$ cat config.mk
export PLATFORM = sky130hd
export DESIGN_NAME = alu
export DESIGN_NICKNAME = d
export VERILOG_FILES = /design/src/source/core_pkg.sv /design/src/source/alu.sv
export VERILOG_INCLUDE_DIRS = /design/src /design/src/include
export SDC_FILE = /design/constraint.sdc
export NUM_CORES = 1
export LEC_CHECK = 0
export ABC_CLOCK_PERIOD_IN_PS = 4450
export BUFFER_PORTS_ARGS = -buffer_cell sky130_fd_sc_hd__buf_4
export CAP_MARGIN = 20
export CELL_PAD_IN_SITES_DETAIL_PLACEMENT = 1
export CELL_PAD_IN_SITES_GLOBAL_PLACEMENT = 1
export CORE_UTILIZATION = 40
export DETAILED_ROUTE_END_ITERATION = 10
export GPL_ROUTABILITY_DRIVEN = 0
export PLACE_DENSITY_LB_ADDON = 0.1
export SYNTH_ARGS = -nofsm -noshare
export SYNTH_HDL_FRONTEND = slang
export SYNTH_SLANG_ARGS = --single-unit
$ cat constraint.sdc
create_clock -name vclk -period 4.45
set_input_delay 0.445 -clock vclk [all_inputs]
set_output_delay 0.445 -clock vclk [all_outputs]
set_load 0.01 [all_outputs]
$ cat src/include/riscv.svh
// RV32I base opcodes and funct3 codes only; no FENCE, SYSTEM or compressed encodings
`ifndef RISCV_SVH
`define RISCV_SVH

// Major opcodes
`define OPCODE_OP     7'b0110011
`define OPCODE_OPIMM  7'b0010011
`define OPCODE_LOAD   7'b0000011
`define OPCODE_STORE  7'b0100011
`define OPCODE_BRANCH 7'b1100011
`define OPCODE_JAL    7'b1101111
`define OPCODE_JALR   7'b1100111
`define OPCODE_LUI    7'b0110111
`define OPCODE_AUIPC  7'b0010111

// funct3 for OP and OP-IMM
`define F3_ADD_SUB 3'b000
`define F3_SLL     3'b001
`define F3_SLT     3'b010
`define F3_SLTU    3'b011
`define F3_XOR     3'b100
`define F3_SRL_SRA 3'b101
`define F3_OR      3'b110
`define F3_AND     3'b111

// funct3 for LOAD and STORE
`define F3_B  3'b000
`define F3_H  3'b001
`define F3_W  3'b010
`define F3_BU 3'b100
`define F3_HU 3'b101

// funct3 for BRANCH
`define F3_BEQ  3'b000
`define F3_BNE  3'b001
`define F3_BLT  3'b100
`define F3_BGE  3'b101
`define F3_BLTU 3'b110
`define F3_BGEU 3'b111

`endif

$ cat src/source/core_pkg.sv
// Decode functions assume legal RV32I encodings; unknown fields fall back to add or none
`include "riscv.svh"

package core_pkg;

    localparam int XLEN = 32;

    typedef enum logic [3:0]
    {
        alu_add,
        alu_sub,
        alu_sll,
        alu_slt,
        alu_sltu,
        alu_xor,
        alu_srl,
        alu_sra,
        alu_or,
        alu_and,
        alu_pass_b
    } aluop_t;

    // Nine access kinds need four bits
    typedef enum logic [3:0]
    {
        lsu_none,
        lsu_lb,
        lsu_lh,
        lsu_lw,
        lsu_lbu,
        lsu_lhu,
        lsu_sb,
        lsu_sh,
        lsu_sw
    } lsuop_t;

    typedef enum logic [3:0]
    {
        cfu_none,
        cfu_beq,
        cfu_bne,
        cfu_blt,
        cfu_bge,
        cfu_bltu,
        cfu_bgeu,
        cfu_jal,
        cfu_jalr
    } cfuop_t;

    typedef enum logic [1:0]
    {
        wb_alu,
        wb_mem,
        wb_pc_plus4
    } wb_sel_t;

    // ##########################################################
    // Micro-operation decode

    function automatic aluop_t gen_aluop_f(
        input logic [6:0] opcode,
        input logic [6:0] funct7,
        input logic [2:0] funct3
    );
        aluop_t op;
        op = alu_add;
        if (opcode == `OPCODE_LUI)
        begin
            op = alu_pass_b;
        end
        else if (opcode == `OPCODE_OP || opcode == `OPCODE_OPIMM)
        begin
            case (funct3)
                // Bit 30 selects sub only for register-register ops
                `F3_ADD_SUB: op = (opcode == `OPCODE_OP && funct7[5]) ? alu_sub : alu_add;
                `F3_SLL:     op = alu_sll;
                `F3_SLT:     op = alu_slt;
                `F3_SLTU:    op = alu_sltu;
                `F3_XOR:     op = alu_xor;
                `F3_SRL_SRA: op = funct7[5] ? alu_sra : alu_srl;
                `F3_OR:      op = alu_or;
                default:     op = alu_and;
            endcase
        end
        return op;
    endfunction

    function automatic lsuop_t gen_lsuop_f(
        input logic [6:0] opcode,
        input logic [2:0] funct3
    );
        lsuop_t op;
        op = lsu_none;
        if (opcode == `OPCODE_LOAD)
        begin
            case (funct3)
                `F3_B:   op = lsu_lb;
                `F3_H:   op = lsu_lh;
                `F3_W:   op = lsu_lw;
                `F3_BU:  op = lsu_lbu;
                `F3_HU:  op = lsu_lhu;
                default: op = lsu_none;
            endcase
        end
        else if (opcode == `OPCODE_STORE)
        begin
            case (funct3)
                `F3_B:   op = lsu_sb;
                `F3_H:   op = lsu_sh;
                `F3_W:   op = lsu_sw;
                default: op = lsu_none;
            endcase
        end
        return op;
    endfunction

    function automatic cfuop_t gen_cfuop_f(
        input logic [6:0] opcode,
        input logic [2:0] funct3
    );
        cfuop_t op;
        op = cfu_none;
        case (opcode)
            `OPCODE_BRANCH:
            begin
                case (funct3)
                    `F3_BEQ:  op = cfu_beq;
                    `F3_BNE:  op = cfu_bne;
                    `F3_BLT:  op = cfu_blt;
                    `F3_BGE:  op = cfu_bge;
                    `F3_BLTU: op = cfu_bltu;
                    `F3_BGEU: op = cfu_bgeu;
                    default:  op = cfu_none;
                endcase
            end
            `OPCODE_JAL:  op = cfu_jal;
            `OPCODE_JALR: op = cfu_jalr;
            default:      op = cfu_none;
        endcase
        return op;
    endfunction

endpackage

$ cat src/source/alu.sv
// Single-cycle ALU for RV32I; shifts use only the low five bits of operand B
`timescale 1ns/1ps

module alu
    import core_pkg::*;
(
    input  aluop_t          aluop,
    input  logic [XLEN-1:0] opr_a,
    input  logic [XLEN-1:0] opr_b,
    output logic [XLEN-1:0] result
);
    logic [4:0] shamt;

    assign shamt = opr_b[4:0];

    always_comb
    begin
        case (aluop)
            alu_add:    result = opr_a + opr_b;
            alu_sub:    result = opr_a - opr_b;
            alu_sll:    result = opr_a << shamt;
            alu_slt:    result = XLEN'($signed(opr_a) < $signed(opr_b));
            alu_sltu:   result = XLEN'(opr_a < opr_b);
            alu_xor:    result = opr_a ^ opr_b;
            alu_srl:    result = opr_a >> shamt;
            alu_sra:    result = $signed(opr_a) >>> shamt;
            alu_or:     result = opr_a | opr_b;
            alu_and:    result = opr_a & opr_b;
            // LUI, B carries the U-immediate
            alu_pass_b: result = opr_b;
            default:    result = '0;
        endcase
    end

endmodule: alu

==> summary.md <==
| Metric | Value |
|---|---|
| Largest net degree at the start of global routing | `74` |
| Synth area leader | `ha_1` |
| GRT overflow | `0` |
| Final Hold Vio Count | `0` |
| Slowest CP cell | `o31ai_1` |
| Clk_buf instances | `0` |
| Pwr/cell area | `140 nW/µm²` |
| WL final | `49.1 mm` |
| Leak pwr | `4.55 nW` |
| Number of global-route vias before repair | `11,800` |
| IO Pins | `100` |
| Critical Path End Type | `output port` |
| Port bufs | `100` |
| Req. time, crit path | `4010 ps` |
| Proportion of layout cells with a drive suffix above 1 | `15.2%` |
| Hold Path Class | `input port to output port` |
| Num rows | `55` |
| Filler cells | `3,093` |
| Final hold slack | `1380 ps` |
| Vias | `12,400` |
| Post-Syn Area | `9280 µm²` |
| All-layer global routing usage | `40.1%` |
| Syn nets | `1,604` |
| Synth cell types | `74` |
| Crit-path max FO | `8` |
| Setup WS post-layout | `175 ps` |
| Slew headroom | `33.8%` |
| Core ar. | `22,700 µm²` |
| Commonest non-fill, non-tap cells in the layout | `nor2_1, buf_4, nand2_1, a21oi_1, o21ai_0` |
| CP delay by family, top | `compound AO/OA/AOI/OAI gates` |
| Drt wl/cell | `27.8 µm` |
| Final period utilization | `96.1%` |
| DRC viols | `0` |
| CP Class | `input port to output port` |
| Synth area leaders | `ha_1, a21oi_1, nor2_1` |
| Setup repair after global routing missed its margin | `no` |
| Cts hold-fix bufs | `0` |
| Final ANT Viol Nets | `0` |
| Starting Density | `40.9%` |
| Multi-input logic area | `8450 µm²` |
| Maxcap violations | `0` |
| Mean Syn Cell Area | `6.47 µm²` |
| Worst path cell trace | `buf_4 -> inv_1 -> ha_1 -> or2_2 -> a221oi_1 -> a21oi_1 -> and2_1 -> o31ai_1 -> o31a_1 -> nor2_1 -> a211o_1 -> a211o_1 -> buf_4` |
| CP Launch Type | `input port` |
| First-iteration detailed-routing DRC count | `1,749` |
| Fin nets | `1,655` |
| Pre-CTS setup slack | `193 ps` |
| FF+latch area | `0 µm²` |
| Final setup viols | `0` |
| Worst path bufs/invs | `3` |
| Commonest non-fill, non-tap cell in the layout | `nor2_1` |
| Max-slew violations | `0` |
| Pre-antenna DRT Iters | `5` |
| Die Area | `23,800 µm²` |
| DP Wirelength | `39.2 mm` |
| Tmin final | `4270 ps` |
| Worst-Margin Slew | `982 ps` |
| Die height | `154 µm` |
| Achievable Freq | `234 MHz` |
| Setup tns final | `0 ps` |
| Initial antenna violation count | `1` |
| VDD IR max | `0.0651 mV` |
| Critical Path Max Stage Delay | `560 ps` |
| Post-Syn Instances | `1,434` |
| Antenna diodes | `0` |
| Die width | `154 µm` |
| Share of the synthesized area in the top cell type | `13.5%` |
| WP data arrival | `3830 ps` |
| DR vias/cell | `7.01` |
| Synthesis-to-finish area growth | `12.3%` |
| Sequential cells | `0` |
| Register area share after synthesis | `0%` |
| Outcome | `finished, final reports clean` |
| Global-route wire length before repair | `73.4 mm` |
| Yosys warning count | `0` |
## power breakdown
part | switching (mW) | internal [mW] | total (mW)
clock network | 0 | 0 | 0
registers | 0 | 0 | 0
logic | 0.929 | 0.529 | 1.46
total | 0.929 | 0.529 | 1.46
## tightest hold or removal path: cells and delay by family
family                 cells  cell delay (ps)
AO/OA/AOI/OAI              3              230
buffers and inverters      2              210
AND/OR/NAND/NOR            1               50
## routing by layer
| metal | routed length [µm] | share of wire (%) | track usage (%) |
|---|---|---|---|
| met5 | 0 | 0 | 0 |
| met1 | 20700 | 42 | 56.7 |
| met3 | 5440 | 11 | 6.81 |
| met4 | 1880 | 3.8 | 11.8 |
| met2 | 21100 | 43 | 62.0 |
## worst paths after layout
path	start	endpoint	slack, ps	cells past startpoint
min	opr_b[16]	result[16]	1380	6
max	opr_a[1]	result[23]	180	13
## through the flow
step / power, mW / cells / utilization (%) / area (µm²)
after floorplan: 0.857 / 1434 / - / 9280
after global placement: 1.38 / 1768 / 45.9 / 10400
after detailed placement: 1.40 / 1768 / 45.9 / 10400
after CTS: 1.41 / 1768 / 45.9 / 10400
after global routing: 1.54 / 1768 / 45.9 / 10400
final: 1.46 / 1768 / 45.9 / 10400
## Yosys cell counts (11+ instances only)
| library cell | count |
|---|---|
| o22ai_1 | 18 |
| nand2_1 | 141 |
| nor4_1 | 15 |
| mux2_2 | 15 |
| nor2b_1 | 18 |
| a222oi_1 | 13 |
| a21oi_1 | 138 |
| buf_2 | 21 |
| inv_1 | 103 |
| mux2i_1 | 55 |
| a22oi_1 | 12 |
| o211ai_1 | 35 |
| xnor2_1 | 13 |
| a221oi_1 | 20 |
| and2_1 | 13 |
| nor2_1 | 183 |
| a21o_1 | 14 |
| o2111ai_1 | 14 |
| nand3_1 | 27 |
| clkbuf_1 | 73 |
| o21ai_0 | 108 |
| o221ai_1 | 12 |
| nor3_1 | 40 |
| or3_1 | 11 |
| ha_1 | 100 |
| nand2b_1 | 12 |
| a211oi_1 | 18 |
| mux4_2 | 27 |
| a31oi_1 | 17 |
## layout make-up
cell class / instances / area share (%)
inverter: 104 / 3.74
multi-input combinational: 1220 / 81.0
tap: 285 / 3.42
timing repair buffer: 159 / 11.8
## cells by family (layout without fill, tap and decap cells)
family / after synthesis / count (layout) / synth area share, %
muxes: 98 / 98 / 14.6
AOI/OAI and AO/OA: 512 / 512 / 36.7
xor gates and xnor gates: 14 / 14 / 1.32
adders and majority gates: 102 / 102 / 13.9
and+or+nand+nor: 494 / 494 / 24.2
buffers and inverters: 214 / 263 / 9.30
## timing repair
item                                    4_1_cts  5_1_grt
endpoints found under the setup margin        0        2
gates resized for setup                       0        1
setup buffers                                 0        0
endpoints found under the hold margin         0        0
Note: power is estimated with default switching activity, not from simulation.
