[src/include/riscv.svh]
// RV32I base opcodes and funct3 codes only; no FENCE, SYSTEM or compressed encodings
`ifndef RISCV_SVH
`define RISCV_SVH

// Major opcodes
`define OPCODE_OP     7'b0110011
`define OPCODE_OPIMM  7'b0010011
`define OPCODE_LOAD   7'b0000011
`define OPCODE_STORE  7'b0100011
`define OPCODE_BRANCH 7'b1100011
`define OPCODE_JAL    7'b1101111
`define OPCODE_JALR   7'b1100111
`define OPCODE_LUI    7'b0110111
`define OPCODE_AUIPC  7'b0010111

// funct3 for OP and OP-IMM
`define F3_ADD_SUB 3'b000
`define F3_SLL     3'b001
`define F3_SLT     3'b010
`define F3_SLTU    3'b011
`define F3_XOR     3'b100
`define F3_SRL_SRA 3'b101
`define F3_OR      3'b110
`define F3_AND     3'b111

// funct3 for LOAD and STORE
`define F3_B  3'b000
`define F3_H  3'b001
`define F3_W  3'b010
`define F3_BU 3'b100
`define F3_HU 3'b101

// funct3 for BRANCH
`define F3_BEQ  3'b000
`define F3_BNE  3'b001
`define F3_BLT  3'b100
`define F3_BGE  3'b101
`define F3_BLTU 3'b110
`define F3_BGEU 3'b111

`endif

[src/source/core_pkg.sv]
// Decode functions assume legal RV32I encodings; unknown fields fall back to add or none
`include "riscv.svh"

package core_pkg;

    localparam int XLEN = 32;

    typedef enum logic [3:0]
    {
        alu_add,
        alu_sub,
        alu_sll,
        alu_slt,
        alu_sltu,
        alu_xor,
        alu_srl,
        alu_sra,
        alu_or,
        alu_and,
        alu_pass_b
    } aluop_t;

    // Nine access kinds need four bits
    typedef enum logic [3:0]
    {
        lsu_none,
        lsu_lb,
        lsu_lh,
        lsu_lw,
        lsu_lbu,
        lsu_lhu,
        lsu_sb,
        lsu_sh,
        lsu_sw
    } lsuop_t;

    typedef enum logic [3:0]
    {
        cfu_none,
        cfu_beq,
        cfu_bne,
        cfu_blt,
        cfu_bge,
        cfu_bltu,
        cfu_bgeu,
        cfu_jal,
        cfu_jalr
    } cfuop_t;

    typedef enum logic [1:0]
    {
        wb_alu,
        wb_mem,
        wb_pc_plus4
    } wb_sel_t;

    // ##########################################################
    // Micro-operation decode

    function automatic aluop_t gen_aluop_f(
        input logic [6:0] opcode,
        input logic [6:0] funct7,
        input logic [2:0] funct3
    );
        aluop_t op;
        op = alu_add;
        if (opcode == `OPCODE_LUI)
        begin
            op = alu_pass_b;
        end
        else if (opcode == `OPCODE_OP || opcode == `OPCODE_OPIMM)
        begin
            case (funct3)
                // Bit 30 selects sub only for register-register ops
                `F3_ADD_SUB: op = (opcode == `OPCODE_OP && funct7[5]) ? alu_sub : alu_add;
                `F3_SLL:     op = alu_sll;
                `F3_SLT:     op = alu_slt;
                `F3_SLTU:    op = alu_sltu;
                `F3_XOR:     op = alu_xor;
                `F3_SRL_SRA: op = funct7[5] ? alu_sra : alu_srl;
                `F3_OR:      op = alu_or;
                default:     op = alu_and;
            endcase
        end
        return op;
    endfunction

    function automatic lsuop_t gen_lsuop_f(
        input logic [6:0] opcode,
        input logic [2:0] funct3
    );
        lsuop_t op;
        op = lsu_none;
        if (opcode == `OPCODE_LOAD)
        begin
            case (funct3)
                `F3_B:   op = lsu_lb;
                `F3_H:   op = lsu_lh;
                `F3_W:   op = lsu_lw;
                `F3_BU:  op = lsu_lbu;
                `F3_HU:  op = lsu_lhu;
                default: op = lsu_none;
            endcase
        end
        else if (opcode == `OPCODE_STORE)
        begin
            case (funct3)
                `F3_B:   op = lsu_sb;
                `F3_H:   op = lsu_sh;
                `F3_W:   op = lsu_sw;
                default: op = lsu_none;
            endcase
        end
        return op;
    endfunction

    function automatic cfuop_t gen_cfuop_f(
        input logic [6:0] opcode,
        input logic [2:0] funct3
    );
        cfuop_t op;
        op = cfu_none;
        case (opcode)
            `OPCODE_BRANCH:
            begin
                case (funct3)
                    `F3_BEQ:  op = cfu_beq;
                    `F3_BNE:  op = cfu_bne;
                    `F3_BLT:  op = cfu_blt;
                    `F3_BGE:  op = cfu_bge;
                    `F3_BLTU: op = cfu_bltu;
                    `F3_BGEU: op = cfu_bgeu;
                    default:  op = cfu_none;
                endcase
            end
            `OPCODE_JAL:  op = cfu_jal;
            `OPCODE_JALR: op = cfu_jalr;
            default:      op = cfu_none;
        endcase
        return op;
    endfunction

endpackage

[src/source/reg_file.sv]
// Flop-based register file, x0 hardwired to zero, no write-to-read bypass
`timescale 1ns/1ps

module reg_file
    import core_pkg::*;
(
    input  logic            clk,
    input  logic            arst_n,
    input  logic            we,
    input  logic [4:0]      rs1,
    input  logic [4:0]      rs2,
    input  logic [4:0]      rd,
    input  logic [XLEN-1:0] wdata,
    output logic [XLEN-1:0] rdata1,
    output logic [XLEN-1:0] rdata2
);
    logic [XLEN-1:0] regs [1:31];

    always_ff @(posedge clk or negedge arst_n)
    begin
        if (!arst_n)
        begin
            for (int i = 1; i < 32; i++)
            begin
                regs[i] <= '0;
            end
        end
        else if (we && rd != 5'd0)
        begin
            regs[rd] <= wdata;
        end
    end

    assign rdata1 = (rs1 == 5'd0) ? '0 : regs[rs1];
    assign rdata2 = (rs2 == 5'd0) ? '0 : regs[rs2];

endmodule: reg_file

[config.mk]
export PLATFORM = sky130hd
export DESIGN_NAME = reg_file
export DESIGN_NICKNAME = d
export VERILOG_FILES = /design/src/source/core_pkg.sv /design/src/source/reg_file.sv
export VERILOG_INCLUDE_DIRS = /design/src /design/src/include
export SDC_FILE = /design/constraint.sdc
export NUM_CORES = 2
export LEC_CHECK = 0
export CORE_UTILIZATION = 65
export CTS_CLUSTER_DIAMETER = 50
export CTS_CLUSTER_SIZE = 10
export DETAILED_ROUTE_END_ITERATION = 7
export DONT_BUFFER_PORTS = 1
export PLACE_DENSITY = 0.79
export SETUP_SLACK_MARGIN = 0.5
export SLEW_MARGIN = 30
export SYNTH_ARGS = -nofsm -noshare
export SYNTH_HDL_FRONTEND = slang
export SYNTH_SLANG_ARGS = --single-unit
[constraint.sdc]
create_clock -name clk -period 4.1 [get_ports clk]
set_input_delay 1.23 -clock clk [delete_from_list [all_inputs] [get_ports clk]]
set_output_delay 1.23 -clock clk [all_outputs]
set_load 0.05 [all_outputs]
==> results by group <==
Global routing
  – Largest net degree at the start of global routing: between 900 and 1k
  – Initial antenna violation count: 1
  – Total GRT Usage: between 30 and 40%
  – GRT overflow: 0
  – First-pass GRT wire length: 240,000 um
  – Vias in the first global route: 36.9k

STA
  – Worst setup margin: -0.919 ns
  – Worst Max-Slew Pin Slew: ~1.5 ns
  – Tmin final: around 5 ns
  – Smallest hold slack: ~0.48 ns
  – Worst rel slew slack: less than 1%
  – Crit share post-route: 122%
  – Fmax: about 200 MHz
  – Clk_skew: 0 ns
  – Hold Vio Cnt, Final: 0
  – Slew Viols, Final: 0
  – Finish-stage setup viols: 64
  – RSZ-0062 raised after global routing: yes

Yosys
  – Post-synthesis sequential area ratio: a little under half
  – Cell variety after synth: 46
  – Async SR Flop Fraction: between 90% and 100%
  – Most common cell in the netlist: mux2_2
  – Top-area cell type share of the netlist area: 46.4%
  – EDFF count, synth: 0
  – Synth top area cells: dfrtp_1, mux2_2, mux4_2
  – Yosys warnings: 0
  – List of most frequent post-synthesis cells: mux2_2, dfrtp_1, mux4_2
  – Synthesized cell area: 53,500 um2
  – Yosys top cell by area: dfrtp_1
  – Avg Cell Area, Syn: 14.8 um2
  – Top FF cell, synth: dfrtp_1
  – Post-Syn Nets: 3,662
  – Post-Syn Instances: around 3.6k
  – Seq cells post-synth: 992

Power and ir drop
  – NetSw: around 8 mW
  – PwrDens: roughly 500 nW/um2
  – Part of the power in the clock network: between 30% and 40%
  – P_int: around 22 mW
  – Switch share: between 20% and 30%
  – Sequential group share of total power: between 40% and 50%
  – Combinational share of power: around a fifth
  – Power Total: around 30 mW
  – Worst VDD drop: between 0.0004 and 0.0005 V
  – Leakage: 26.1 nW

Layout
  – Layout area overhead: 12.6%
  – Filler instances: approximately 4.7k
  – Max reg flops: 992
  – Antenna cells: 0
  – Regs by FF count: regs x992
  – Nets: roughly 3.5k
  – Final Non-Filler Cells: between 4k and 5k
  – Share of cells above drive strength 1: between 50% and 60%
  – Largest reg by FF count: regs
  – Multi-input gate area: between 20,000 and 30,000 um2
  – Flip-flop and latch area: approximately 25,000 um2

Floorplanning
  – Die area: roughly 83,000 um2
  – Starting Density: about two thirds
  – Die W: 289 um
  – IO Pins: between 100 and 150
  – Core Region: 80,900 um2
  – Die extent in y: between 200 and 300 um
  – Row count: approximately 100

Clocking
  – Clk sinks: 992
  – Clock root cell: clkbuf_16
  – TritonCTS clock tree: done
  – Skew-Pair Late Insertion Delay: 0.67 ns
  – Clk pin slew, worst setup/hold paths: 0.06 ns
  – CTS Buf Count: 121
  – Max Root-Sink Buffers: 3
  – Htree depth: 3

Critical path
  – R2R Setup Slk: 3.24 ns
  – CP Cell Sequence: and2b_4 -> buf_12 -> a221oi_1 -> o32ai_1 -> o21a_2
  – Slowest cell on the critical path: and2b_4
  – Reg2Reg Depth: 1
  – Worst Path Required: between 2 and 3 ns
  – RR Startpoint: regs[964]
  – Crit-path max FO: ~250
  – Worst r2r dst: regs[964]
  – Crit. End Element: output pin
  – Crit path kind: input port to output pin
  – Startpoint Class: input port
  – Arrival time at the worst endpoint: about 3.8 ns
  – CP peak stage delay: 0.69 ns

Route
  – DR DRC count: 0
  – DR iter-0 viols: approximately 3.9k
  – Antenna Nets Post-Route: 0
  – Pre-antenna DRT Iters: 5
  – WL/cell: approximately 35 um
  – Via/cell ratio: 7.57
  – Total Wirelength: 162,000 um
  – DR vias: 34.9k

Placement
  – Routability cong.: ~0.84
  – I/O Buffers: 0
  – Detail Placement HPWL: roughly 84,000 um
  – Cells after DPL: around 4.4k

Flow run
  – Max Cap Viol: 0

Run status
  – Failing checks: negative setup slack
  – Status: complete, but fails checks

Worst hold path
  – Hold WC Path Type: input port to async pin
==> worst max path at each step <==
stage / startpoint / endpoint / slack [ns] / cells after the start
6_report: rs1[0] / rdata1[22] / -0.92 / 5
5_1_grt: rs2[0] / rdata2[3] / -0.06 / 6
4_1_cts: rs1[0] / rdata1[29] / 0.18 / 7
3_5_place_dp: rs1[0] / rdata1[28] / 0.11 / 6
3_3_place_gp: rs1[0] / rdata1[26] / -0.23 / 6
2_1_floorplan: rs1[0] / rdata1[11] / 0.02 / 7
==> placed cells by master (no fill, tap or decap), types with 7 or more instances in the layout <==
master / Yosys / final
nor2_4: 1 / 13
mux2_2: 1050 / 1047
clkinv_2: 0 / 7
a221oi_2: 0 / 17
mux2i_1: 267 / 261
nand3_1: 16 / 13
a221oi_1: 43 / 8
and3_1: 29 / 9
nand2_1: 21 / 7
buf_4: 38 / 68
buf_16: 0 / 15
bufinv_16: 0 / 10
o21ai_0: 8 / 8
inv_1: 7 / 7
buf_6: 14 / 14
o211ai_1: 32 / 32
mux4_2: 377 / 377
nor2_1: 33 / 21
clkbuf_16: 0 / 127
a221oi_4: 0 / 18
o22ai_1: 18 / 17
o22a_1: 16 / 16
nand2_2: 0 / 14
a22oi_1: 102 / 73
mux2_1: 19 / 19
buf_12: 0 / 49
o31a_4: 0 / 28
nand2b_1: 9 / 9
clkbuf_8: 0 / 11
and3_4: 0 / 19
a22oi_2: 0 / 29
nor3_2: 0 / 14
a221o_1: 17 / 17
clkbuf_1: 161 / 19
nor2b_1: 44 / 38
nor3_1: 32 / 18
dfrtp_1: 992 / 992
==> power by group through the flow <==
stage / combinational (mW) / clock [mW] / sequential, mW
6_report: 6.35 / 10.2 / 13.2
4_1_cts: 5.92 / 10.2 / 13.1
2_1_floorplan: 5.21 / 0 / 12.8
3_3_place_gp: 5.55 / 0 / 13.0
3_5_place_dp: 5.76 / 0 / 13.3
5_1_grt: 6.69 / 10.6 / 13.4
==> area by class of cell <==
cell class,instances,share of cell area [%]
clock buffer,152,5.44
multi-input combinational,2219,46.7
inverter,9,0.0602
tap,1060,2.20
timing repair buffer,153,3.68
sequential,992,41.2
clock inverter,25,0.677
==> layer usage <==
layer	GRT usage, %	vias up	part of all wire (%)
li1	-	13746	-
met1	51.2	18526	37
met2	61.1	2063	47
met3	9.72	561	10
met4	21.0	2	5.9
met5	0	-	0.0080
==> critical path: cells and delay by family <==
family                 cells  cell delay, ns
AND/OR/NAND/NOR            1            0.69
buffers and inverters      1            0.19
AO/OA/AOI/OAI              3            0.99
==> through the flow <==
stage / instance area, um2 / setup WS [ns] / setup TNS [ns] / util [%]
detailed placement: 54800 / 0.109 / 0 / 67.8
floorplan: 54500 / 0.0202 / 0 / -
finish: 60200 / -0.919 / -29.85 / 74.4
CTS: 59200 / 0.181 / 0 / 73.1
global route: 60200 / -0.0633 / -0.308 / 74.4
global placement: 54800 / -0.230 / -2.55 / 67.7
==> cell families after synthesis <==
family / share of synthesized area, %
multiplexers: 43.4
flip-flops: 46.4
buffers and inverters: 3.66
AO/OA/AOI/OAI: 4.51
AND/OR/NAND/NOR: 2.05
==> repair_timing <==
action	4_1_cts	5_1_grt
setup buffers	12	10
gates resized for setup	54	103
pin swaps	49	90
cloned	8	7
hold endpoints to repair	0	0
setup endpoints to repair	64	64
hold buffers	0	0
(Power assumes the default switching activity.)
