**src/include/riscv.svh**
```systemverilog
// RV32I base opcodes and funct3 codes only; no FENCE, SYSTEM or compressed encodings
`ifndef RISCV_SVH
`define RISCV_SVH

// Major opcodes
`define OPCODE_OP     7'b0110011
`define OPCODE_OPIMM  7'b0010011
`define OPCODE_LOAD   7'b0000011
`define OPCODE_STORE  7'b0100011
`define OPCODE_BRANCH 7'b1100011
`define OPCODE_JAL    7'b1101111
`define OPCODE_JALR   7'b1100111
`define OPCODE_LUI    7'b0110111
`define OPCODE_AUIPC  7'b0010111

// funct3 for OP and OP-IMM
`define F3_ADD_SUB 3'b000
`define F3_SLL     3'b001
`define F3_SLT     3'b010
`define F3_SLTU    3'b011
`define F3_XOR     3'b100
`define F3_SRL_SRA 3'b101
`define F3_OR      3'b110
`define F3_AND     3'b111

// funct3 for LOAD and STORE
`define F3_B  3'b000
`define F3_H  3'b001
`define F3_W  3'b010
`define F3_BU 3'b100
`define F3_HU 3'b101

// funct3 for BRANCH
`define F3_BEQ  3'b000
`define F3_BNE  3'b001
`define F3_BLT  3'b100
`define F3_BGE  3'b101
`define F3_BLTU 3'b110
`define F3_BGEU 3'b111

`endif

```
**src/source/core_pkg.sv**
```systemverilog
// Decode functions assume legal RV32I encodings; unknown fields fall back to add or none
`include "riscv.svh"

package core_pkg;

    localparam int XLEN = 32;

    typedef enum logic [3:0]
    {
        alu_add,
        alu_sub,
        alu_sll,
        alu_slt,
        alu_sltu,
        alu_xor,
        alu_srl,
        alu_sra,
        alu_or,
        alu_and,
        alu_pass_b
    } aluop_t;

    // Nine access kinds need four bits
    typedef enum logic [3:0]
    {
        lsu_none,
        lsu_lb,
        lsu_lh,
        lsu_lw,
        lsu_lbu,
        lsu_lhu,
        lsu_sb,
        lsu_sh,
        lsu_sw
    } lsuop_t;

    typedef enum logic [3:0]
    {
        cfu_none,
        cfu_beq,
        cfu_bne,
        cfu_blt,
        cfu_bge,
        cfu_bltu,
        cfu_bgeu,
        cfu_jal,
        cfu_jalr
    } cfuop_t;

    typedef enum logic [1:0]
    {
        wb_alu,
        wb_mem,
        wb_pc_plus4
    } wb_sel_t;

    // ##########################################################
    // Micro-operation decode

    function automatic aluop_t gen_aluop_f(
        input logic [6:0] opcode,
        input logic [6:0] funct7,
        input logic [2:0] funct3
    );
        aluop_t op;
        op = alu_add;
        if (opcode == `OPCODE_LUI)
        begin
            op = alu_pass_b;
        end
        else if (opcode == `OPCODE_OP || opcode == `OPCODE_OPIMM)
        begin
            case (funct3)
                // Bit 30 selects sub only for register-register ops
                `F3_ADD_SUB: op = (opcode == `OPCODE_OP && funct7[5]) ? alu_sub : alu_add;
                `F3_SLL:     op = alu_sll;
                `F3_SLT:     op = alu_slt;
                `F3_SLTU:    op = alu_sltu;
                `F3_XOR:     op = alu_xor;
                `F3_SRL_SRA: op = funct7[5] ? alu_sra : alu_srl;
                `F3_OR:      op = alu_or;
                default:     op = alu_and;
            endcase
        end
        return op;
    endfunction

    function automatic lsuop_t gen_lsuop_f(
        input logic [6:0] opcode,
        input logic [2:0] funct3
    );
        lsuop_t op;
        op = lsu_none;
        if (opcode == `OPCODE_LOAD)
        begin
            case (funct3)
                `F3_B:   op = lsu_lb;
                `F3_H:   op = lsu_lh;
                `F3_W:   op = lsu_lw;
                `F3_BU:  op = lsu_lbu;
                `F3_HU:  op = lsu_lhu;
                default: op = lsu_none;
            endcase
        end
        else if (opcode == `OPCODE_STORE)
        begin
            case (funct3)
                `F3_B:   op = lsu_sb;
                `F3_H:   op = lsu_sh;
                `F3_W:   op = lsu_sw;
                default: op = lsu_none;
            endcase
        end
        return op;
    endfunction

    function automatic cfuop_t gen_cfuop_f(
        input logic [6:0] opcode,
        input logic [2:0] funct3
    );
        cfuop_t op;
        op = cfu_none;
        case (opcode)
            `OPCODE_BRANCH:
            begin
                case (funct3)
                    `F3_BEQ:  op = cfu_beq;
                    `F3_BNE:  op = cfu_bne;
                    `F3_BLT:  op = cfu_blt;
                    `F3_BGE:  op = cfu_bge;
                    `F3_BLTU: op = cfu_bltu;
                    `F3_BGEU: op = cfu_bgeu;
                    default:  op = cfu_none;
                endcase
            end
            `OPCODE_JAL:  op = cfu_jal;
            `OPCODE_JALR: op = cfu_jalr;
            default:      op = cfu_none;
        endcase
        return op;
    endfunction

endpackage

```
**src/source/cfu.sv**
```systemverilog
// Branch decision only; the target address comes from the ALU
`timescale 1ns/1ps

module cfu
    import core_pkg::*;
(
    input  cfuop_t          cfuop,
    input  logic [XLEN-1:0] rs1_data,
    input  logic [XLEN-1:0] rs2_data,
    output logic            redirect
);
    logic eq;
    logic lt_s;
    logic lt_u;

    assign eq   = (rs1_data == rs2_data);
    assign lt_s = ($signed(rs1_data) < $signed(rs2_data));
    assign lt_u = (rs1_data < rs2_data);

    always_comb
    begin
        case (cfuop)
            cfu_beq:            redirect = eq;
            cfu_bne:            redirect = !eq;
            cfu_blt:            redirect = lt_s;
            cfu_bge:            redirect = !lt_s;
            cfu_bltu:           redirect = lt_u;
            cfu_bgeu:           redirect = !lt_u;
            cfu_jal, cfu_jalr:  redirect = 1'b1;
            default:            redirect = 1'b0;
        endcase
    end

endmodule: cfu

```
**config.mk**
```make
export PLATFORM = sky130hd
export DESIGN_NAME = cfu
export DESIGN_NICKNAME = d
export VERILOG_FILES = /design/src/source/core_pkg.sv /design/src/source/cfu.sv
export VERILOG_INCLUDE_DIRS = /design/src /design/src/include
export SDC_FILE = /design/constraint.sdc
export NUM_CORES = 1
export LEC_CHECK = 0
export BUFFER_PORTS_ARGS = -buffer_cell sky130_fd_sc_hd__clkbuf_2
export CELL_PAD_IN_SITES_DETAIL_PLACEMENT = 1
export CELL_PAD_IN_SITES_GLOBAL_PLACEMENT = 2
export CORE_AREA = 2 2 68 70
export DETAILED_ROUTE_END_ITERATION = 6
export DIE_AREA = 0 0 70 72
export PLACE_DENSITY_LB_ADDON = 0.1
export SYNTH_ARGS = -nofsm -noshare
export SYNTH_HDL_FRONTEND = slang
export SYNTH_SLANG_ARGS = --single-unit
```
**constraint.sdc**
```tcl
create_clock -name vclk -period 2.85
set_input_delay 0.1425 -clock vclk [all_inputs]
set_output_delay 0.1425 -clock vclk [all_outputs]
set_load 0.02 [all_outputs]
```
==> tab_implementation.tex <==
\begin{tabular}{lr}
\hline
Metric & Value \\
\hline
\multicolumn{2}{l}{\textbf{GRT}} \\
Overall overflow remaining after global route & 0 \\
Number of antenna violations at the first check in global routing & 0 \\
Vias in the first global route & 1,219 \\
Overall routing resource usage & 0.108 \\
Largest net degree at the start of global routing & 7 \\
Wire length of the first global-routing pass & 4780 um \\
\multicolumn{2}{l}{\textbf{Logic synthesis}} \\
Syn Area/Cell & 7.41 um\^{}2 \\
Number of cells produced by synthesis & 124 \\
Top area cells in the synthesized netlist & ha\_1 (44\%), inv\_1 (13\%), a21oi\_1 (7.6\%) \\
Post-Synth Simple-Gate Area & 0.215 \\
Synth cell count leaders & inv\_1 (33), ha\_1 (32), a21oi\_1 (14) \\
Leading area contributor after synthesis & ha\_1 \\
Portion of the post-synthesis area used by sequential elements & 0 \\
Net count after synthesis & 224 \\
Synth Area in Compound Gates & 0.204 \\
Most repeated cell in the gate-level netlist after synthesis & inv\_1 \\
Synth cell types & 30 \\
Synthesized-area fraction occupied by xor and xnor cells & 0.00954 \\
Synth warnings & 0 \\
Top cell type's share of synthesized area & 0.436 \\
Cell Area, Synth & 918 um\^{}2 \\
Post-synthesis mux area share & 0 \\
Synth Area in Adders & 0.436 \\
Largest family of logic cells by synthesized area & adder cells \\
\multicolumn{2}{l}{\textbf{Worst setup path}} \\
Worst path arrival time & 2.29 ns \\
Critical path data required time & 2.71 ns \\
Critical Path Sink Type & output port \\
Startpoint type of the worst setup path & primary input \\
Maximum fanout along the worst path & 3 \\
Kind of critical path & in2out \\
\multicolumn{2}{l}{\textbf{Status}} \\
Run status & finished clean \\
\multicolumn{2}{l}{\textbf{Pwr}} \\
Sum of internal, switching and leakage power & 0.000168 W \\
Power per cell area & 127 nW/um\^{}2 \\
Part of the power in the clock network & 0 \\
Pint & 0.0000882 W \\
Seq pwr share & 0 \\
Maximum vdd ir drop & 0.0324 mV \\
Static Leakage & 0.839 nW \\
Net Switching & 0.0000801 W \\
Portion of total power attributed to combinational logic & 1.000 \\
Switching part of the total power & 0.476 \\
\multicolumn{2}{l}{\textbf{Layout}} \\
Fill count & 568 \\
Antenna diode instance count & 0 \\
Fin nets & 295 \\
Clock buf count & 0 \\
Ratio of cells with drive above 1 in the final layout & 0.389 \\
Flip-flop and latch count & 0 \\
Post-layout instance count excluding filler cells & 245 \\
Synth-to-layout area growth & 44.7\% \\
Total area of sequential cells & 0 um\^{}2 \\
\multicolumn{2}{l}{\textbf{Floorplan}} \\
Count of pins on the block boundary & 69 \\
Horizontal extent of the die & 70 um \\
CORE AREA & 4260 um\^{}2 \\
Die Span Y & 72 um \\
Total die area & 5040 um\^{}2 \\
Number of core rows & 24 \\
Initial standard-cell utilization of the core & 0.215 \\
\multicolumn{2}{l}{\textbf{STA}} \\
Number of failing hold endpoints at the final stage & 0 \\
Worst Max-Slew Pin Slew & 0.425 ns \\
Final worst path period share & 0.852 \\
Setup WS post-layout & 0.422 ns \\
Total negative slack & 0 ns \\
Unrepaired setup endpoints after global routing & no \\
Max-slew violations & 0 \\
Worst slew margin relative to its limit & 0.714 \\
Maximum clock frequency & 0.412 GHz \\
Fin crit period & 2.43 ns \\
Setup violations, final & 0 \\
\multicolumn{2}{l}{\textbf{Routing}} \\
Final WL & 2710 um \\
Met3 Wirelength & 140 um \\
Met1 routed wirelength after detailed routing & 1170 um \\
Uppermost routed layer & met3 \\
Average wire per standard cell & 11.1 um \\
DRT antenna net count & 0 \\
DRC violations left & 0 \\
Vias per cell & 4.47 \\
Total via count after detailed routing & 1,095 \\
DR pass1 iterations & 4 \\
Iteration-0 DRC count of the detailed router & 4 \\
Met2 WL & 1410 um \\
\multicolumn{2}{l}{\textbf{Placement}} \\
Final HPWL from detailed placement & 2650 um \\
Cell Count Post-Placement & 245 \\
Last weighted congestion value of the routability-driven placer & 0.755 \\
IO buf count & 69 \\
Setup WS pre-CTS & 0.375 ns \\
\multicolumn{2}{l}{\textbf{Clock tree}} \\
Post-cts hold buffer count & 0 \\
PostCTS Resize Cnt & 0 \\
Buffers inserted by post-CTS timing repair & 0 \\
\multicolumn{2}{l}{\textbf{Flow run}} \\
Number of max-cap violations & 0 \\
\multicolumn{2}{l}{\textbf{Hold path}} \\
Path type of the worst min-delay path & in2out \\
\hline
\end{tabular}
-- worst paths after layout --
kind | end | depth (start not counted) | start | slack, ns
worst max-delay path | redirect | 10 | rs2_data[31] | 0.42
worst min-delay path | redirect | 4 | cfuop[2] | 0.84
-- kinds of logic after synthesis --
logic type | after synthesis
buffers and inverters | 33
adder cells (fa/ha/maj) | 32
AO/OA/AOI/OAI | 29
AND/OR/NAND/NOR | 29
XOR/XNOR | 1
-- final cells by class --
type / count / area (um^2) / share of cell area
Timing Repair Buffer: 69 / 345 / 0.260
Multi-Input combinational cell: 91 / 795 / 0.598
Inverter: 33 / 124 / 0.0932
Tap cell: 52 / 65.1 / 0.0490
-- worst max-delay path, stage by stage --
cell      delay [ns]
clkbuf_2        0.08
inv_1           0.03
ha_1            0.30
nand4_1         0.17
nor4_1          0.45
o41ai_1         0.15
and3_2          0.26
xnor2_1         0.13
a2111o_1        0.41
clkbuf_2        0.16
-- power by group through the flow --
stage	registers (W)	logic (W)	clock network [W]
after floorplan	0	0.0000949	0
after global placement	0	0.000165	0
after CTS	0	0.000173	0
after global routing	0	0.000194	0
after detailed placement	0	0.000171	0
final	0	0.000168	0
-- placed cells by master (no fill, tap or decap) --
master | netlist | routed
a2111o_1 | 1 | 1
a211o_1 | 1 | 1
a211oi_1 | 1 | 1
a21boi_1 | 1 | 1
a21o_1 | 5 | 5
a21oi_1 | 14 | 14
a21oi_2 | 1 | 1
and3_2 | 1 | 1
and4_1 | 1 | 1
clkbuf_2 | 0 | 69
ha_1 | 32 | 32
inv_1 | 33 | 33
nand2_1 | 2 | 2
nand2b_1 | 1 | 1
nand3_1 | 7 | 7
nand3b_1 | 1 | 1
nand4_1 | 6 | 6
nand4_2 | 1 | 1
nor2_1 | 1 | 1
nor2b_1 | 1 | 1
nor3_1 | 1 | 1
nor3_2 | 1 | 1
nor4_1 | 1 | 1
nor4b_1 | 2 | 2
nor4bb_2 | 1 | 1
o211ai_2 | 1 | 1
o21ai_0 | 1 | 1
o21ai_1 | 2 | 2
o41ai_1 | 1 | 1
or4b_1 | 1 | 1
xnor2_1 | 1 | 1
-- metrics by stage --
step / util / instance area, um^2 / hold slack (ns)
final: 0.312 / 1330 / 0.837
after detailed placement: 0.312 / 1330 / 0.835
after CTS: 0.312 / 1330 / 0.838
after global placement: 0.312 / 1330 / 0.829
after global routing: 0.312 / 1330 / 0.892
after floorplan: - / 918 / 0.590
-- per-layer routing --
| metal | vias to the layer above | global-route usage |
|---|---|---|
| met1 | 475 | 0.134 |
| met3 | 0 | 0.00417 |
| met4 | 0 | 0 |
| met5 | - | 0 |
| li1 | 583 | - |
| met2 | 37 | 0.218 |
No activity file was read; power rests on OpenSTA's default activity.
