### src/include/riscv.svh
// RV32I base opcodes and funct3 codes only; no FENCE, SYSTEM or compressed encodings
`ifndef RISCV_SVH
`define RISCV_SVH

// Major opcodes
`define OPCODE_OP     7'b0110011
`define OPCODE_OPIMM  7'b0010011
`define OPCODE_LOAD   7'b0000011
`define OPCODE_STORE  7'b0100011
`define OPCODE_BRANCH 7'b1100011
`define OPCODE_JAL    7'b1101111
`define OPCODE_JALR   7'b1100111
`define OPCODE_LUI    7'b0110111
`define OPCODE_AUIPC  7'b0010111

// funct3 for OP and OP-IMM
`define F3_ADD_SUB 3'b000
`define F3_SLL     3'b001
`define F3_SLT     3'b010
`define F3_SLTU    3'b011
`define F3_XOR     3'b100
`define F3_SRL_SRA 3'b101
`define F3_OR      3'b110
`define F3_AND     3'b111

// funct3 for LOAD and STORE
`define F3_B  3'b000
`define F3_H  3'b001
`define F3_W  3'b010
`define F3_BU 3'b100
`define F3_HU 3'b101

// funct3 for BRANCH
`define F3_BEQ  3'b000
`define F3_BNE  3'b001
`define F3_BLT  3'b100
`define F3_BGE  3'b101
`define F3_BLTU 3'b110
`define F3_BGEU 3'b111

`endif

### src/source/core_pkg.sv
// Decode functions assume legal RV32I encodings; unknown fields fall back to add or none
`include "riscv.svh"

package core_pkg;

    localparam int XLEN = 32;

    typedef enum logic [3:0]
    {
        alu_add,
        alu_sub,
        alu_sll,
        alu_slt,
        alu_sltu,
        alu_xor,
        alu_srl,
        alu_sra,
        alu_or,
        alu_and,
        alu_pass_b
    } aluop_t;

    // Nine access kinds need four bits
    typedef enum logic [3:0]
    {
        lsu_none,
        lsu_lb,
        lsu_lh,
        lsu_lw,
        lsu_lbu,
        lsu_lhu,
        lsu_sb,
        lsu_sh,
        lsu_sw
    } lsuop_t;

    typedef enum logic [3:0]
    {
        cfu_none,
        cfu_beq,
        cfu_bne,
        cfu_blt,
        cfu_bge,
        cfu_bltu,
        cfu_bgeu,
        cfu_jal,
        cfu_jalr
    } cfuop_t;

    typedef enum logic [1:0]
    {
        wb_alu,
        wb_mem,
        wb_pc_plus4
    } wb_sel_t;

    // ##########################################################
    // Micro-operation decode

    function automatic aluop_t gen_aluop_f(
        input logic [6:0] opcode,
        input logic [6:0] funct7,
        input logic [2:0] funct3
    );
        aluop_t op;
        op = alu_add;
        if (opcode == `OPCODE_LUI)
        begin
            op = alu_pass_b;
        end
        else if (opcode == `OPCODE_OP || opcode == `OPCODE_OPIMM)
        begin
            case (funct3)
                // Bit 30 selects sub only for register-register ops
                `F3_ADD_SUB: op = (opcode == `OPCODE_OP && funct7[5]) ? alu_sub : alu_add;
                `F3_SLL:     op = alu_sll;
                `F3_SLT:     op = alu_slt;
                `F3_SLTU:    op = alu_sltu;
                `F3_XOR:     op = alu_xor;
                `F3_SRL_SRA: op = funct7[5] ? alu_sra : alu_srl;
                `F3_OR:      op = alu_or;
                default:     op = alu_and;
            endcase
        end
        return op;
    endfunction

    function automatic lsuop_t gen_lsuop_f(
        input logic [6:0] opcode,
        input logic [2:0] funct3
    );
        lsuop_t op;
        op = lsu_none;
        if (opcode == `OPCODE_LOAD)
        begin
            case (funct3)
                `F3_B:   op = lsu_lb;
                `F3_H:   op = lsu_lh;
                `F3_W:   op = lsu_lw;
                `F3_BU:  op = lsu_lbu;
                `F3_HU:  op = lsu_lhu;
                default: op = lsu_none;
            endcase
        end
        else if (opcode == `OPCODE_STORE)
        begin
            case (funct3)
                `F3_B:   op = lsu_sb;
                `F3_H:   op = lsu_sh;
                `F3_W:   op = lsu_sw;
                default: op = lsu_none;
            endcase
        end
        return op;
    endfunction

    function automatic cfuop_t gen_cfuop_f(
        input logic [6:0] opcode,
        input logic [2:0] funct3
    );
        cfuop_t op;
        op = cfu_none;
        case (opcode)
            `OPCODE_BRANCH:
            begin
                case (funct3)
                    `F3_BEQ:  op = cfu_beq;
                    `F3_BNE:  op = cfu_bne;
                    `F3_BLT:  op = cfu_blt;
                    `F3_BGE:  op = cfu_bge;
                    `F3_BLTU: op = cfu_bltu;
                    `F3_BGEU: op = cfu_bgeu;
                    default:  op = cfu_none;
                endcase
            end
            `OPCODE_JAL:  op = cfu_jal;
            `OPCODE_JALR: op = cfu_jalr;
            default:      op = cfu_none;
        endcase
        return op;
    endfunction

endpackage

### src/source/ctrl_if.sv
// Decoded control bundle; all signals are combinational levels with no handshake
`timescale 1ns/1ps

interface ctrl_if
    import core_pkg::*;
();
    aluop_t  aluop;
    lsuop_t  lsuop;
    cfuop_t  cfuop;
    logic    rf_en;
    logic    dm_en;
    logic    opr_a_sel;
    logic    opr_b_sel;
    wb_sel_t wb_sel;

    modport decoder
    (
        output aluop, lsuop, cfuop, rf_en, dm_en, opr_a_sel, opr_b_sel, wb_sel
    );

    modport datapath
    (
        input aluop, lsuop, cfuop, rf_en, dm_en, opr_a_sel, opr_b_sel, wb_sel
    );

endinterface

### src/source/ctrl_unit.sv
// Purely combinational decode; illegal opcodes are not flagged, they only drop all enables
`timescale 1ns/1ps
`include "riscv.svh"

module ctrl_unit
    import core_pkg::*;
(
    input  logic [6:0]     opcode,
    input  logic [6:0]     funct7,
    input  logic [2:0]     funct3,
    ctrl_if.decoder        ctrl
);
    // Micro-operations
    assign ctrl.aluop = gen_aluop_f(opcode, funct7, funct3);
    assign ctrl.lsuop = gen_lsuop_f(opcode, funct3);
    assign ctrl.cfuop = gen_cfuop_f(opcode, funct3);

    // Datapath selects, operand A is PC when set, operand B is the immediate when set
    always_comb
    begin
        ctrl.rf_en     = 1'b0;
        ctrl.dm_en     = 1'b0;
        ctrl.opr_a_sel = 1'b0;
        ctrl.opr_b_sel = 1'b0;
        ctrl.wb_sel    = wb_alu;
        case (opcode)
            `OPCODE_OP:
            begin
                ctrl.rf_en = 1'b1;
            end
            `OPCODE_OPIMM, `OPCODE_LUI:
            begin
                ctrl.rf_en     = 1'b1;
                ctrl.opr_b_sel = 1'b1;
            end
            `OPCODE_LOAD:
            begin
                ctrl.rf_en     = 1'b1;
                ctrl.opr_b_sel = 1'b1;
                ctrl.wb_sel    = wb_mem;
            end
            `OPCODE_STORE:
            begin
                ctrl.dm_en     = 1'b1;
                ctrl.opr_b_sel = 1'b1;
            end
            `OPCODE_BRANCH:
            begin
                // ALU forms the target, cfu compares the registers
                ctrl.opr_a_sel = 1'b1;
                ctrl.opr_b_sel = 1'b1;
            end
            `OPCODE_JAL:
            begin
                ctrl.rf_en     = 1'b1;
                ctrl.opr_a_sel = 1'b1;
                ctrl.opr_b_sel = 1'b1;
                ctrl.wb_sel    = wb_pc_plus4;
            end
            `OPCODE_JALR:
            begin
                ctrl.rf_en     = 1'b1;
                ctrl.opr_b_sel = 1'b1;
                ctrl.wb_sel    = wb_pc_plus4;
            end
            `OPCODE_AUIPC:
            begin
                ctrl.rf_en     = 1'b1;
                ctrl.opr_a_sel = 1'b1;
                ctrl.opr_b_sel = 1'b1;
            end
            default:
            begin
                ctrl.rf_en = 1'b0;
            end
        endcase
    end

endmodule: ctrl_unit

### src/flat_wrapper.sv
// flat-port wrapper written by rule: the top's interface ports become plain ports
module ctrl_unit_flat import core_pkg::*;
  (opcode, funct7, funct3, ctrl_aluop, ctrl_lsuop, ctrl_cfuop, ctrl_rf_en, ctrl_dm_en, ctrl_opr_a_sel, ctrl_opr_b_sel, ctrl_wb_sel);
  ctrl_if ctrl_i ();
  input  logic [6:0] opcode;
  input  logic [6:0] funct7;
  input  logic [2:0] funct3;
  output wire logic [$bits(ctrl_i.aluop)-1:0] ctrl_aluop;
  output wire logic [$bits(ctrl_i.lsuop)-1:0] ctrl_lsuop;
  output wire logic [$bits(ctrl_i.cfuop)-1:0] ctrl_cfuop;
  output wire logic [$bits(ctrl_i.rf_en)-1:0] ctrl_rf_en;
  output wire logic [$bits(ctrl_i.dm_en)-1:0] ctrl_dm_en;
  output wire logic [$bits(ctrl_i.opr_a_sel)-1:0] ctrl_opr_a_sel;
  output wire logic [$bits(ctrl_i.opr_b_sel)-1:0] ctrl_opr_b_sel;
  output wire logic [$bits(ctrl_i.wb_sel)-1:0] ctrl_wb_sel;
  assign ctrl_aluop = ctrl_i.aluop;
  assign ctrl_lsuop = ctrl_i.lsuop;
  assign ctrl_cfuop = ctrl_i.cfuop;
  assign ctrl_rf_en = ctrl_i.rf_en;
  assign ctrl_dm_en = ctrl_i.dm_en;
  assign ctrl_opr_a_sel = ctrl_i.opr_a_sel;
  assign ctrl_opr_b_sel = ctrl_i.opr_b_sel;
  assign ctrl_wb_sel = ctrl_i.wb_sel;
  ctrl_unit u_core (.opcode(opcode), .funct7(funct7), .funct3(funct3), .ctrl(ctrl_i));
endmodule
### config.mk
export PLATFORM = sky130hd
export DESIGN_NAME = ctrl_unit_flat
export DESIGN_NICKNAME = d
export VERILOG_FILES = /design/src/source/core_pkg.sv /design/src/source/ctrl_if.sv /design/src/source/ctrl_unit.sv /design/src/flat_wrapper.sv
export VERILOG_INCLUDE_DIRS = /design/src /design/src/include
export SDC_FILE = /design/constraint.sdc
export NUM_CORES = 1
export LEC_CHECK = 0
export BUFFER_PORTS_ARGS = -buffer_cell sky130_fd_sc_hd__buf_2
export CAP_MARGIN = 0
export CORE_AREA = 2 2 39 41
export DETAILED_ROUTE_END_ITERATION = 8
export DIE_AREA = 0 0 41 43
export GPL_ROUTABILITY_DRIVEN = 0
export PLACE_DENSITY = 0.75
export SLEW_MARGIN = 20
export SYNTH_ARGS = -nofsm -noshare
export SYNTH_HDL_FRONTEND = slang
export SYNTH_SLANG_ARGS = --single-unit
### constraint.sdc
create_clock -name vclk -period 2.8
set_input_delay 0.56 -clock vclk [all_inputs]
set_output_delay 0.56 -clock vclk [all_outputs]
set_load 0.01 [all_outputs]
==> results of run 1 <==
## cell type report
class                           instances  area (um^2)
Tap cell                               16         20.0
Fill cell                             147          840
Inverter                                2         7.51
Timing Repair Buffer                   29          145
Multi-Input combinational cell         60          372
## layout by cell type, fill, tap and decap left out, types with 2 or more instances in the layout
cell	synthesis	final
buf_2	3	29
nor3_1	6	6
nand2_1	4	4
nand3_1	4	4
inv_1	2	2
a21oi_1	10	10
nor2b_1	4	4
nor2_1	8	8
nor3b_2	2	2
xor2_1	2	2
o21ai_0	2	2
## layer usage
| layer | up-vias | track usage | part of all wire |
|---|---|---|---|
| met4 | 0 | 0 | 0 |
| met3 | 0 | 0 | 0.084 |
| met1 | 242 | 0.184 | 0.50 |
| met2 | 25 | 0.191 | 0.42 |
| li1 | 294 | - | - |
| met5 | - | 0 | 0 |
## power groups by stage
stage / combinational (mW) / sequential [mW] / clock, mW
after floorplan: 0.0367 / 0 / 0
after global placement: 0.0536 / 0 / 0
after detailed placement: 0.0548 / 0 / 0
after CTS: 0.0549 / 0 / 0
after global routing: 0.0618 / 0 / 0
final: 0.0550 / 0 / 0
## kinds of logic after synthesis
kind of cell,after synthesis,synth area share
AND/OR/NAND/NOR,40,0.596
XOR/XNOR,2,0.0432
AO/OA/AOI/OAI,18,0.278
buffers and inverters,8,0.0833
## final timing paths
kind	endpoint	slack, ns	depth (start not counted)
setup / recovery	ctrl_lsuop[3]	0.45	5
hold / removal	ctrl_opr_b_sel	1.48	3
==> flow_summary.yaml, run 1 <==
critical_path:
  required_ns: 2.24
  critPathMaxFanout: 8
  crit_path_frequent_cell: "buf_2"
  startpoint_type: "input pin"
  crit_start: "opcode[3]"
  path_class: "input pin to output pin"
  crit_buf_inv: 2
  path_delay_family: "simple AND/OR/NAND/NOR gates"
  critPathSlowestCell: "or4b_1"
  crit_chain: "buf_2 -> nor2_4 -> or4b_1 -> nor3b_2 -> buf_2"
  arrival_ns: 1.79
  end_kind: "output pin"
  max_stage_delay_ns: 0.59
job:
  maxCapViolCount: 0
cells_and_area:
  finish.instance_area_um2: 544
  final_util: 0.393
  ff_latch_area_um2: 0
  area_delta_synth_final_pct: 34.3
  clock_buffers: 0
  drive_gt1_frac: 0.374
  fin_cells: 107
  antennaDiodeCount: 0
  nets: 110
  nFlopsAndLatches: 0
placement:
  place_area_um2: 544
  io_buffers: 29
  hpwl_um: 859
  dp_slack_ns: 0.458
  dp.cells: 107
synthesis:
  synthDistinctLibCells: 30
  yosysWarnings: 0
  synthTopCellsByCount: "a21oi_1 (10), nor2_1 (8), nor3_1 (6)"
  yosysMostFrequentCell: "a21oi_1"
  ys_seq_area_frac: 0
  synth_top_area_frac: 0.123
  ys_top_cells_by_area: "a21oi_1 (12%), nor3_1 (7.4%), nor2_1 (7.4%)"
  yosysTopAreaCell: "a21oi_1"
  netlist_instances: 68
  syn_area_um2: 405
  synth_nets: 85
  synth.avg_cell_area_um2: 5.96
routing:
  viasPerCell: 5.24
  postRouteAntennaNets: 0
  dr.pass1.iters: 4
  totalWireLength_um: 1100
  drc_errors: 0
  route.vias.total: 561
  wl_per_cell_um: 10.3
  drt_iter0_markers: 5
sta:
  setup_ws_ns: 0.448
  timing.hold.ws_ns: 1.48
  fin_crit_sh: 0.840
  finalMaxSlewViolations: 0
  setup-tns-final_ns: 0
  worstMarginPinSlew_ns: 0.242
  maxSlewHeadroom: 0.838
  hold_viol: 0
  final-setup-viol-count: 0
  fmax_mhz: 425
  min_period_ns: 2.35
  rsz0062_at_grt: "no"
power_and_ir_drop:
  p_seq_frac: 0
  power.density_nw_per_um2: 101
  pwr-share-clk: 0
  p_sw_mw: 0.0337
  power_mw: 0.0550
  intPower_mw: 0.0213
  irDropWorstVdd_mv: 0.0588
  p_sw_frac: 0.613
  p_comb_frac: 1.000
  p_leak_nw: 0.251
clock_network:
  post_cts_buffers: 0
  cts_resized: 0
  ctsHoldBuffers: 0
die:
  die_h_um: 43
  die_area_um2: 1760
  fp-row-count: 14
  core_um2: 1380
  start_util: 0.293
  io_pins: 35
  die_w_um: 41
global_route:
  grt_overflow: 0
  grt_pass1_wl_um: 1600
  antenna_found_initial: 0
  grt_pass1_vias: 396
  grt_max_degree: 17
  grt.total_usage: 0.119
worst_hold_path:
  min_from: "opcode[4]"
  min_path_type: "input pin to output pin"
outcome:
  status: "finished clean"
(Power assumes the default switching activity.)
==> run 2, diff against run 1 <==
Clock period 2.8 ns to 2.3 ns, I/O delays scaled along.
==> flow_summary.yaml, run 2 (same netlist as run 1, synthesis figures left out) <==
routing:
  postRouteAntennaNets: 0
  route.vias.total: 569
  drt_iter0_markers: 8
  viasPerCell: 5.27
  drc_errors: 0
  wl_per_cell_um: 10.7
  dr.pass1.iters: 4
  totalWireLength_um: 1160
die:
  die_h_um: 43
  die_w_um: 41
  start_util: 0.293
  core_um2: 1380
  io_pins: 35
  die_area_um2: 1760
  fp-row-count: 14
cells_and_area:
  area_delta_synth_final_pct: 36.1
  final_common_cell: "buf_2"
  nets: 111
  drive_gt1_frac: 0.380
  nFlopsAndLatches: 0
  final_util: 0.399
  antennaDiodeCount: 0
  clock_buffers: 0
  ff_latch_area_um2: 0
  finish.instance_area_um2: 552
  final_cell_mix: "buf_2 (29), a21oi_1 (10), nor2_1 (8)"
power_and_ir_drop:
  p_leak_nw: 0.255
  power.density_nw_per_um2: 125
  irDropWorstVdd_mv: 0.0734
critical_path:
  crit_end: "ctrl_lsuop[2]"
  startpoint_type: "input pin"
  required_ns: 1.84
  path_class: "input pin to output pin"
  end_kind: "output pin"
  arrival_ns: 1.69
  critPathMaxFanout: 6
  crit_start: "opcode[6]"
sta:
  rsz0062_at_grt: "no"
  setup_ws_ns: 0.155
  final-setup-viol-count: 0
  setup-tns-final_ns: 0
  worstMarginPinSlew_ns: 0.264
  min_period_ns: 2.15
  finalMaxSlewViolations: 0
  fin_crit_sh: 0.933
  fmax_mhz: 466
  hold_viol: 0
  maxSlewHeadroom: 0.824
global_route:
  grt_pass1_wl_um: 1770
  antenna_found_initial: 0
  grt.total_usage: 0.130
  grt_pass1_vias: 428
  grt_max_degree: 16
  grt_overflow: 0
clock_network:
  ctsHoldBuffers: 0
  cts_resized: 0
  post_cts_buffers: 0
job:
  maxCapViolCount: 0
placement:
  io_buffers: 29
  dp_slack_ns: 0.165
  place_area_um2: 552
  hpwl_um: 918
worst_hold_path:
  min_path_type: "input pin to output pin"
  min_from: "opcode[3]"
outcome:
  status: "finished clean"
==> run 2: critical path, cell delays in order <==
cell and delay, ns:
buf_2 0.13, nor2_4 0.14, or4b_1 0.60, nor3b_2 0.20, buf_2 0.15
==> run 2: metal layers <==
metal	share of wire	up-vias	track usage
met1	0.47	247	0.215
met4	0	0	0
met5	0	-	0
met2	0.45	25	0.194
met3	0.073	0	0
li1	-	297	-
==> run 2: cell type report <==
type / count / area (um^2)
fillers: 154 / 832
multi-input cells: 60 / 372
repair buffers: 30 / 153
well taps: 16 / 20.0
inverters: 2 / 7.51
==> run 2: report_power, final <==
part	leakage (nW)	internal (mW)	switching (mW)
combinational	0.255	0.0271	0.0419
clock	0	0	0
sequential	0	0	0
==> run 2: worst min path at each step <==
stage                                end  slack [ns]  cells after the start
after floorplan            ctrl_cfuop[3]        0.97                      1
after global placement    ctrl_opr_b_sel        1.28                      3
after detailed placement  ctrl_opr_b_sel        1.29                      3
after CTS                  ctrl_cfuop[3]        1.29                      3
after global routing       ctrl_cfuop[3]        1.31                      3
final                      ctrl_cfuop[3]        1.29                      3
==> run 2: per-stage QoR <==
step	std cells	hold slack, ns	total power [mW]
floorplan	68	0.974	0.0447
global placement	108	1.28	0.0665
detailed placement	108	1.29	0.0686
CTS	108	1.29	0.0689
global route	108	1.31	0.0771
finish	108	1.29	0.0690
==> run 3, diff against run 2 <==
Settings changed: CELL_PAD_IN_SITES_DETAIL_PLACEMENT set to 0, CELL_PAD_IN_SITES_GLOBAL_PLACEMENT set to 1, CORE_AREA 2 2 39 41 to unset, CORE_UTILIZATION set to 25, DIE_AREA 0 0 41 43 to unset, PLACE_DENSITY 0.75 to 0.93.
==> flow_summary.yaml, run 3 (same netlist as run 1, synthesis figures left out) <==
outcome:
  status: "finished clean"
die:
  die_w_um: 42.3
  io_pins: 35
  start_util: 0.269
  core_um2: 1510
  die_area_um2: 1790
  die_h_um: 42.3
  fp-row-count: 14
sta:
  hold_viol: 0
  timing.hold.ws_ns: 1.29
  maxSlewHeadroom: 0.835
  rsz0062_at_grt: "no"
  worstMarginPinSlew_ns: 0.248
  setup-tns-final_ns: 0
  finalMaxSlewViolations: 0
  final-setup-viol-count: 0
  min_period_ns: 2.12
  fin_crit_sh: 0.924
  fmax_mhz: 471
critical_path:
  required_ns: 1.84
  critPathSlowestCell: "or4b_1"
  max_stage_delay_ns: 0.59
  critPathMaxFanout: 6
  startpoint_type: "input pin"
  crit_chain: "buf_2 -> nor2_4 -> or4b_1 -> nor3b_2 -> buf_2"
  path_class: "input pin to output pin"
  crit_path_frequent_cell: "buf_2"
  arrival_ns: 1.66
  crit_end: "ctrl_lsuop[3]"
  end_kind: "output pin"
  crit_start: "opcode[6]"
cells_and_area:
  nFlopsAndLatches: 0
  final_cell_mix: "buf_2 (29), a21oi_1 (10), nor2_1 (8)"
  area_delta_synth_final_pct: 36.1
  ff_latch_area_um2: 0
  antennaDiodeCount: 0
  final_common_cell: "buf_2"
  drive_gt1_frac: 0.380
  clock_buffers: 0
  nets: 111
clock_network:
  ctsHoldBuffers: 0
  cts_resized: 0
  post_cts_buffers: 0
power_and_ir_drop:
  power.density_nw_per_um2: 124
  irDropWorstVdd_mv: 0.0445
  p_leak_nw: 0.255
routing:
  drc_errors: 0
  wl_met2_um: 494
  drt_iter0_markers: 25
  wl_per_cell_um: 10.5
  maxUsedRoutingLayer: "met3"
  wl_met1_um: 561
  totalWireLength_um: 1130
  dr.pass1.iters: 4
  met3WireLength_um: 78
  viasPerCell: 5.34
  route.vias.total: 577
  postRouteAntennaNets: 0
placement:
  io_buffers: 29
  hpwl_um: 900
worst_hold_path:
  min_path_type: "input pin to output pin"
  min_from: "opcode[4]"
global_route:
  grt_pass1_vias: 438
  grt.total_usage: 0.122
  grt_max_degree: 16
  antenna_found_initial: 0
  grt_pass1_wl_um: 1850
  grt_overflow: 0
job:
  maxCapViolCount: 0
## run 3: cell counts in the layout (fill, tap and decap cells not counted)
Identical to the previous run, type by type.
## run 3: per-stage QoR
| step | area (um^2) | total power, mW | setup WS, ns | cells | util |
|---|---|---|---|---|---|
| floorplan | 405 | 0.0447 | 0.383 | 68 | - |
| CTS | 552 | 0.0690 | 0.163 | 108 | 0.366 |
| finish | 552 | 0.0686 | 0.176 | 108 | 0.366 |
| global route | 552 | 0.0765 | 0.0642 | 108 | 0.366 |
| global placement | 552 | 0.0675 | 0.164 | 108 | 0.366 |
| detailed placement | 552 | 0.0688 | 0.165 | 108 | 0.366 |
## run 3: final cells by class
| cell class | instances | area (um^2) |
|---|---|---|
| fill | 170 | 955 |
| tap | 16 | 20.0 |
| multi-input combinational | 60 | 372 |
| inverter | 2 | 7.51 |
| timing repair buffer | 30 | 153 |
## run 3: worst min path at each step
stage                endpoint  slack [ns]  depth (start not counted)
4_1_cts        ctrl_opr_b_sel        1.29                          3
6_report       ctrl_opr_b_sel        1.29                          3
3_3_place_gp   ctrl_opr_b_sel        1.28                          3
5_1_grt        ctrl_opr_b_sel        1.32                          3
3_5_place_dp   ctrl_opr_b_sel        1.29                          3
2_1_floorplan   ctrl_cfuop[3]        0.97                          1
## run 3: layer usage
metal	track usage	vias up
met4	0.0188	0
met2	0.182	24
met3	0	0
li1	-	301
met5	0	-
met1	0.197	252
## run 3: critical path: cells and delay by family
family        cells  cell delay, ns
simple gates      3            0.92
buf+inv           2            0.28
## run 3: power breakdown
part | internal, mW | switching, mW | leakage, nW | total, mW
combinational | 0.0270 | 0.0416 | 0.255 | 0.0686
sequential | 0 | 0 | 0 | 0
clock | 0 | 0 | 0 | 0
